<file path="src/rtl/backend_pkg.sv">
// ~~~~~~~~~~~~~~~~~~~~~~~~~~~~~~~~~~~~~~~~
// Integer back end shared definitions
// Widths, counts, opcodes and the micro-op and result records
// ~~~~~~~~~~~~~~~~~~~~~~~~~~~~~~~~~~~~~~~~

package backend_pkg;

  // Datapath and register index widths
  localparam int DATA_W = 32;
  localparam int REG_W  = 5;

  // Execution resources
  localparam int LANE_COUNT = 4;

  // Reorder buffer size, also the in-flight limit
  localparam int ROB_DEPTH = 4;
  localparam int TAG_W     = $clog2(ROB_DEPTH);

  // Iterative multiplier
  localparam int MUL_BITS_PER_STEP = 2;
  localparam int MUL_STEPS         = DATA_W / MUL_BITS_PER_STEP;
  localparam int STEP_W            = $clog2(MUL_STEPS);

  // Integer opcodes
  typedef enum logic [3:0] {
    op_add  = 4'd0,
    op_sub  = 4'd1,
    op_and  = 4'd2,
    op_or   = 4'd3,
    op_xor  = 4'd4,
    op_sll  = 4'd5,
    op_srl  = 4'd6,
    op_sltu = 4'd7,
    op_mul  = 4'd8
  } alu_op_e;

  // Issued micro-op, operands travel as values
  typedef struct packed {
    alu_op_e             op;
    logic [REG_W-1:0]    rd;
    logic [DATA_W-1:0]   src_a;
    logic [DATA_W-1:0]   src_b;
    logic [TAG_W-1:0]    tag;
  } uop_t;

  // Lane completion, written into the reorder buffer by tag
  typedef struct packed {
    logic [TAG_W-1:0]    tag;
    logic [REG_W-1:0]    rd;
    logic [DATA_W-1:0]   data;
  } result_t;

  // In-order retirement
  typedef struct packed {
    logic [REG_W-1:0]    rd;
    logic [DATA_W-1:0]   data;
  } retire_t;

endpackage
</file>
<file path="src/rtl/int_backend.sv">
// ~~~~~~~~~~~~~~~~~~~~~~~~~~~~~~~~~~~~~~~~
// Integer back end top level
// Dispatcher, execution lanes and commit buffer
// ~~~~~~~~~~~~~~~~~~~~~~~~~~~~~~~~~~~~~~~~

`timescale 1ns/1ns

module int_backend (
  input  logic                  clock,
  input  logic                  reset,
  input  logic                  issue_valid,
  input  backend_pkg::uop_t     issue_uop,
  output logic                  retire_valid,
  output backend_pkg::retire_t  retire_data
);

  import backend_pkg::*;

  // Dispatcher to lanes
  logic [LANE_COUNT-1:0]     lane_start;
  logic [LANE_COUNT-1:0]     lane_busy;
  uop_t                      lane_uop;

  // Lanes to commit
  logic [LANE_COUNT-1:0]     lane_done;
  result_t [LANE_COUNT-1:0]  lane_result;

  issue_dispatch dispatch_inst (
    .clock       (clock),
    .reset       (reset),
    .issue_valid (issue_valid),
    .issue_uop   (issue_uop),
    .lane_busy   (lane_busy),
    .lane_start  (lane_start),
    .lane_uop    (lane_uop)
  );

  // All lanes see the same tagged op, the start bit selects one
  for (genvar i = 0; i < LANE_COUNT; i++) begin : lane_gen
    exec_lane lane_inst (
      .clock  (clock),
      .reset  (reset),
      .start  (lane_start[i]),
      .uop    (lane_uop),
      .busy   (lane_busy[i]),
      .done   (lane_done[i]),
      .result (lane_result[i])
    );
  end

  reorder_commit commit_inst (
    .clock        (clock),
    .reset        (reset),
    .lane_done    (lane_done),
    .lane_result  (lane_result),
    .retire_valid (retire_valid),
    .retire_data  (retire_data)
  );

endmodule

</file>
<file path="src/rtl/reorder_commit.sv">
// ~~~~~~~~~~~~~~~~~~~~~~~~~~~~~~~~~~~~~~~~
// Reorder and commit buffer
// Collects lane results by tag, retires them in order
// ~~~~~~~~~~~~~~~~~~~~~~~~~~~~~~~~~~~~~~~~

`timescale 1ns/1ns

module reorder_commit (
  input  logic                                                    clock,
  input  logic                                                    reset,
  input  logic [backend_pkg::LANE_COUNT-1:0]                      lane_done,
  input  backend_pkg::result_t [backend_pkg::LANE_COUNT-1:0]      lane_result,
  output logic                                                    retire_valid,
  output backend_pkg::retire_t                                    retire_data
);

  import backend_pkg::*;

  // Entry storage, indexed by tag
  retire_t               entry_q [ROB_DEPTH];
  logic [ROB_DEPTH-1:0]  valid_q;

  // Oldest op still in flight
  logic [TAG_W-1:0]      head_q;

  logic                  head_ready;

  assign head_ready = valid_q[head_q];

  // Valid bits, head pointer and retire strobe
  always_ff @(posedge clock) begin
    if (reset) begin
      valid_q      <= '0;
      head_q       <= '0;
      retire_valid <= 1'b0;
    end else begin
      retire_valid <= head_ready;
      if (head_ready) begin
        valid_q[head_q] <= 1'b0;
        head_q          <= head_q + 1'b1;
      end
      // A waiting head is never valid, so a write never meets the clear
      for (int i = 0; i < LANE_COUNT; i++) begin
        if (lane_done[i]) begin
          valid_q[lane_result[i].tag] <= 1'b1;
        end
      end
    end
  end

  // Result payload, several lanes may land in one cycle
  always_ff @(posedge clock) begin
    for (int i = 0; i < LANE_COUNT; i++) begin
      if (lane_done[i]) begin
        entry_q[lane_result[i].tag].rd   <= lane_result[i].rd;
        entry_q[lane_result[i].tag].data <= lane_result[i].data;
      end
    end
  end

  // Retire register
  always_ff @(posedge clock) begin
    if (head_ready) begin
      retire_data <= entry_q[head_q];
    end
  end

endmodule

</file>
<file path="src/rtl/exec_lane.sv">
// ~~~~~~~~~~~~~~~~~~~~~~~~~~~~~~~~~~~~~~~~
// Execution lane
// One-step ALU ops and a shift-add multiplier
// ~~~~~~~~~~~~~~~~~~~~~~~~~~~~~~~~~~~~~~~~

`timescale 1ns/1ns

module exec_lane (
  input  logic                  clock,
  input  logic                  reset,
  input  logic                  start,
  input  backend_pkg::uop_t     uop,
  output logic                  busy,
  output logic                  done,
  output backend_pkg::result_t  result
);

  import backend_pkg::*;

  // Captured op
  alu_op_e            op_q;

  // Operand registers, reused as multiplicand and multiplier
  logic [DATA_W-1:0]  opa_q;
  logic [DATA_W-1:0]  opb_q;

  // Product accumulator and remaining multiply steps
  logic [DATA_W-1:0]  acc_q;
  logic [STEP_W-1:0]  step_q;

  logic [DATA_W-1:0]  partial;
  logic               finish;

  function automatic logic [DATA_W-1:0] alu_calc(
    input alu_op_e           op,
    input logic [DATA_W-1:0] a,
    input logic [DATA_W-1:0] b
  );
    case (op)
      op_add:  return a + b;
      op_sub:  return a - b;
      op_and:  return a & b;
      op_or:   return a | b;
      op_xor:  return a ^ b;
      op_sll:  return a << b[4:0];
      op_srl:  return a >> b[4:0];
      op_sltu: return DATA_W'(a < b);
      default: return '0;
    endcase
  endfunction

  // Partial products for the low multiplier bits of this step
  always_comb begin
    partial = '0;
    for (int k = 0; k < MUL_BITS_PER_STEP; k++) begin
      if (opb_q[k]) begin
        partial = partial + (opa_q << k);
      end
    end
  end

  // Last busy cycle, ALU ops take one, multiply takes MUL_STEPS
  assign finish = busy && ((op_q != op_mul) || (step_q == '0));

  always_ff @(posedge clock) begin
    if (reset) begin
      busy   <= 1'b0;
      done   <= 1'b0;
      step_q <= '0;
    end else begin
      done <= 1'b0;
      if (start) begin
        busy   <= 1'b1;
        step_q <= (uop.op == op_mul) ? STEP_W'(MUL_STEPS - 1) : '0;
      end else if (finish) begin
        busy <= 1'b0;
        done <= 1'b1;
      end else if (busy) begin
        step_q <= step_q - 1'b1;
      end
    end
  end

  always_ff @(posedge clock) begin
    if (start) begin
      op_q       <= uop.op;
      opa_q      <= uop.src_a;
      opb_q      <= uop.src_b;
      acc_q      <= '0;
      // Tag and rd ride through with the op
      result.tag <= uop.tag;
      result.rd  <= uop.rd;
    end else if (busy) begin
      if (op_q == op_mul) begin
        acc_q <= acc_q + partial;
        opa_q <= opa_q << MUL_BITS_PER_STEP;
        opb_q <= opb_q >> MUL_BITS_PER_STEP;
      end
      if (finish) begin
        result.data <= (op_q == op_mul) ? acc_q + partial : alu_calc(op_q, opa_q, opb_q);
      end
    end
  end

endmodule

</file>
<file path="src/rtl/issue_dispatch.sv">
// ~~~~~~~~~~~~~~~~~~~~~~~~~~~~~~~~~~~~~~~~
// Issue dispatcher
// Tags each micro-op and steers it to the lowest free lane
// ~~~~~~~~~~~~~~~~~~~~~~~~~~~~~~~~~~~~~~~~

`timescale 1ns/1ns

module issue_dispatch (
  input  logic                                clock,
  input  logic                                reset,
  input  logic                                issue_valid,
  input  backend_pkg::uop_t                   issue_uop,
  input  logic [backend_pkg::LANE_COUNT-1:0]  lane_busy,
  output logic [backend_pkg::LANE_COUNT-1:0]  lane_start,
  output backend_pkg::uop_t                   lane_uop
);

  import backend_pkg::*;

  // Next reorder tag in program order
  logic [TAG_W-1:0] tag_q;

  always_ff @(posedge clock) begin
    if (reset) begin
      tag_q <= '0;
    end else if (issue_valid) begin
      // Wraps with the buffer index
      tag_q <= tag_q + 1'b1;
    end
  end

  // Forward the op with its tag filled in
  always_comb begin
    lane_uop     = issue_uop;
    lane_uop.tag = tag_q;
  end

  // Priority encoder, lowest idle lane wins
  always_comb begin : pick_lane
    logic found;
    lane_start = '0;
    found      = 1'b0;
    for (int i = 0; i < LANE_COUNT; i++) begin
      if (issue_valid && !lane_busy[i] && !found) begin
        lane_start[i] = 1'b1;
        found         = 1'b1;
      end
    end
  end

endmodule

</file>
<file path="config.mk">
export PLATFORM = sky130hd
export DESIGN_NAME = int_backend
export DESIGN_NICKNAME = d
export VERILOG_FILES = /design/src/rtl/backend_pkg.sv /design/src/rtl/int_backend.sv /design/src/rtl/reorder_commit.sv /design/src/rtl/exec_lane.sv /design/src/rtl/issue_dispatch.sv
export SDC_FILE = /design/constraint.sdc
export NUM_CORES = 2
export LEC_CHECK = 0
export BUFFER_PORTS_ARGS = -buffer_cell sky130_fd_sc_hd__buf_2
export CAP_MARGIN = 20
export CORE_ASPECT_RATIO = 0.8
export CORE_MARGIN = 2
export CORE_UTILIZATION = 45
export CTS_CLUSTER_SIZE = 20
export DETAILED_ROUTE_END_ITERATION = 10
export PLACE_DENSITY = 0.71
export SLEW_MARGIN = 15
export SYNTH_ARGS = -nofsm -noshare
export SYNTH_HDL_FRONTEND = slang
export SYNTH_SLANG_ARGS = --single-unit
</file>
<file path="constraint.sdc">
create_clock -name clock -period 11.75 [get_ports clock]
set_input_delay 2.35 -clock clock [delete_from_list [all_inputs] [get_ports clock]]
set_output_delay 2.35 -clock clock [all_outputs]
set_load 0.02 [all_outputs]
</file>
==> flow_metrics.env <==
export IMPL_die_h_um=374
export IMPL_p_int_mw=5.20
export IMPL_synth_warning_count=0
export IMPL_drtPass1Iterations=7
export IMPL_synth_most_common_cell="o21ai_0"
export IMPL_worst_slew_pin_slew_ns=1.21
export IMPL_vias=78513
export IMPL_cts_setup_buffers=0
export IMPL_fmax_mhz=135
export IMPL_clk_pin_slew_ns=0.06
export IMPL_drv_cap=0
export IMPL_drtIter0Drc=11965
export IMPL_holdBufCountCts=0
export IMPL_hold_viol_final=0
export IMPL_highest_layer="met5"
export IMPL_finalSetupTns_ns=0
export IMPL_cp_end_kind="flop"
export IMPL_coreArea_um2=169000
export IMPL_cp_arrival_ns=7.84
export IMPL_grt_pass1_wl_um=486000
export IMPL_drive_gt1_share_pct=6.59
export IMPL_syn_cell_area_um2=76800
export IMPL_p_switching_mw=2.54
export IMPL_whs_ns=0.457
export IMPL_drv_slew=0
export IMPL_global_route_overflow_total=0
export IMPL_critPathLaunchType="flop"
export IMPL_nets=10088
export IMPL_yosys_cell_types_count=104
export IMPL_fillers=16397
export IMPL_ys_flop_type="edfxtp_1"
export IMPL_area_growth_pct=6.64
export IMPL_hp_class="flop to flop"
export IMPL_stdcell_count=11758
export IMPL_clock_path_buffers=3
export IMPL_die_area_um2=174000
export IMPL_register_area_um2=21600
export IMPL_total_power_mw=7.74
export IMPL_seqPwrFrac_pct=41.1
export IMPL_dr_wl_met2_um=136000
export IMPL_grt_max_degree=145
export IMPL_leakage_nw=32.7
export IMPL_drt_total_wl_um=339000
export IMPL_route_met3_wl_um=44200
export IMPL_power_density_nw_per_um2=94.4
export IMPL_fin_worst_skew_ns=0.0526
export IMPL_cts_sinks=774
export IMPL_place_congestion=1.05
export IMPL_start_util_pct=45.3
export IMPL_ir_drop_v=0.000124
export IMPL_pwr_share_clk_pct=37.6
export IMPL_port_buffers=113
export IMPL_combPwrFrac_pct=21.3
export IMPL_timing_worst_setup_path_type="flop to flop"
export IMPL_relSlewSlack_pct=18.7
export IMPL_antenna_found_initial=42
export IMPL_synth_edf_count=613
export IMPL_clock_latency_ns=0.76
export IMPL_synth_nets=10415
export IMPL_final_setup_viol_count=0
export IMPL_ys_ff_latch=774
export IMPL_switching_share_pct=32.8
export IMPL_synth_area_top_cells="edfxtp_1 24%, ha_1 9.8%, o21ai_0 7.6%, a21oi_1 5.8%, nand2_1 5.5%"
export IMPL_ys_seq_area_share_pct=28.2
export IMPL_rsz0062_at_grt="false"
export IMPL_cp_max_fo=65
export IMPL_drc=0
export IMPL_critical_path_required_ns=12.20
export IMPL_cts_root_buffer="clkbuf_16"
export IMPL_timing_final_crit_share_pct=63.0
export IMPL_grt_pass1_vias=70733
export IMPL_syn_inst=9721
export IMPL_avgSynthCellArea_um2=7.90
export IMPL_wl_met1_um=138000
export IMPL_netlist_area_leader_share_pct=24.0
export IMPL_cts_resized=0
export IMPL_async_flop_share_pct=0
export IMPL_cts_made_buffers=87
export IMPL_yosys_area_top_type="edfxtp_1"
export IMPL_multi_input_area_um2=51100
export IMPL_fp_dieW_um=466
export IMPL_row_count=135
export IMPL_dpl_cell_count=11565
export IMPL_ant_nets=0
export IMPL_track_usage_pct=37.2
export IMPL_io_pins=116
export IMPL_fin_util_pct=48.4
export IMPL_wire_per_inst_um=28.8
export IMPL_htreeDepth=3
export IMPL_synth_common_cells="1162 x o21ai_0, 1136 x nand2_1, 970 x nor2_1, 886 x a21oi_1, 613 x edfxtp_1"
export IMPL_finalCriticalPeriod_ns=7.40
export IMPL_detailed_place_hpwl_um=253000
export IMPL_cts_tree="built"
export IMPL_routed_via_density=6.68
export IMPL_status="completed"
[path summary, 6_finish.rpt]
path,from,end,slack (ns),cells past startpoint
worst max-delay path,lane_gen[0].lane_inst.opb_q[0],lane_gen[0].lane_inst.result[31],4.35,26
worst min register to register,lane_gen[1].lane_inst.acc_q[28],lane_gen[1].lane_inst.acc_q[28],0.46,2
worst min-delay path,lane_gen[1].lane_inst.acc_q[28],lane_gen[1].lane_inst.acc_q[28],0.46,2
worst max register to register,lane_gen[0].lane_inst.opb_q[0],lane_gen[0].lane_inst.result[31],4.35,26
[final cells by class]
class                           instances  share of cell area (%)
Multi-Input combinational cell       7825                    62.4
Tap cell                             2260                    3.45
Antenna cell                           30                  0.0916
Timing Repair Buffer                  259                    2.06
Sequential cell                       774                    26.4
Clock buffer                          111                    2.84
Clock inverter                         52                   0.704
Inverter                              447                    2.06
[placed cells by master (no fill, tap or decap), types with 57 or more instances in the layout]
| cell type | n |
|---|---|
| o21ai_0 | 1160 |
| nand2_1 | 1136 |
| nor2_1 | 965 |
| a21oi_1 | 886 |
| edfxtp_1 | 613 |
| ha_1 | 600 |
| mux2i_1 | 417 |
| inv_1 | 406 |
| xnor2_1 | 203 |
| nand3_1 | 162 |
| dfxtp_1 | 159 |
| a21o_1 | 157 |
| buf_4 | 143 |
| nor3_1 | 128 |
| a221oi_1 | 127 |
| a211oi_1 | 118 |
| o22ai_1 | 117 |
| o21bai_1 | 116 |
| buf_2 | 114 |
| a22oi_1 | 93 |
| o211ai_1 | 90 |
| clkbuf_16 | 89 |
| xor2_1 | 87 |
| o221ai_1 | 87 |
| nand2b_1 | 84 |
| a31oi_1 | 60 |
| mux4_2 | 57 |
[critical path, stage by stage, from the launching register on]
cell,delay (ns)
edfxtp_1,0.32
buf_4,0.50
nand2_1,0.20
inv_1,0.15
ha_1,0.26
a21oi_1,0.28
o21ai_0,0.14
a22o_1,0.27
a21oi_1,0.31
and2_1,0.20
a2bb2oi_1,0.15
o21ai_0,0.13
a22oi_1,0.34
nor2_1,0.18
o311a_1,0.36
o31ai_1,0.24
ha_1,0.37
a21oi_1,0.24
nand3_1,0.10
o2bb2ai_1,0.27
o21ai_1,0.18
a31o_2,0.32
a2111oi_0,0.58
o41ai_1,0.22
xnor2_1,0.18
xnor2_1,0.44
o21ai_0,0.20
[sequential cells by signal (all words and copies together), names as in the netlist, 16 cells and up]
signal and cells:
lane_gen.lane_inst.opa_q 128, lane_gen.lane_inst.acc_q 128, commit_inst.retire_data 37, lane_gen.lane_inst.result 156, lane_gen.lane_inst.opb_q 128, commit_inst.entry_q 148
lane_gen.lane_inst.step_q 16, lane_gen.lane_inst.op_q 16
[metal layers]
| layer | track usage [%] | vias to the layer above |
|---|---|---|
| li1 | - | 35198 |
| met1 | 51.6 | 37471 |
| met2 | 51.6 | 5024 |
| met3 | 11.1 | 792 |
| met4 | 19.2 | 28 |
| met5 | 0.689 | - |
[through the flow]
stage                     setup slack (ns)  instance area (um^2)
after floorplan                       5.20                 76800
after global placement                4.74                 78900
after detailed placement              4.55                 79000
after CTS                             4.52                 81900
after global routing                  3.95                 81900
final                                 4.35                 81900
[power groups by stage]
stage / logic (mW) / registers, mW / clock network (mW)
after floorplan: 1.02 / 3.19 / 0
after global placement: 1.56 / 3.23 / 0
after detailed placement: 1.58 / 3.23 / 0
final: 1.65 / 3.18 / 2.91
after CTS: 1.59 / 3.17 / 2.94
after global routing: 1.74 / 3.18 / 3.03
[cells by family (layout without fill, tap and decap cells)]
kind of cell	Yosys count	after routing	share of synthesized area, %
flip-flops	774	774	28.2
AND/OR/NAND/NOR	2864	2864	16.2
multiplexers	519	519	7.76
other	0	30	0
buffers and inverters	1122	869	5.59
adder cells (fa/ha/maj)	619	619	10.2
AO/OA/AOI/OAI	3533	3533	28.8
XOR/XNOR	290	290	3.31
No activity file was read; power rests on OpenSTA's default activity.
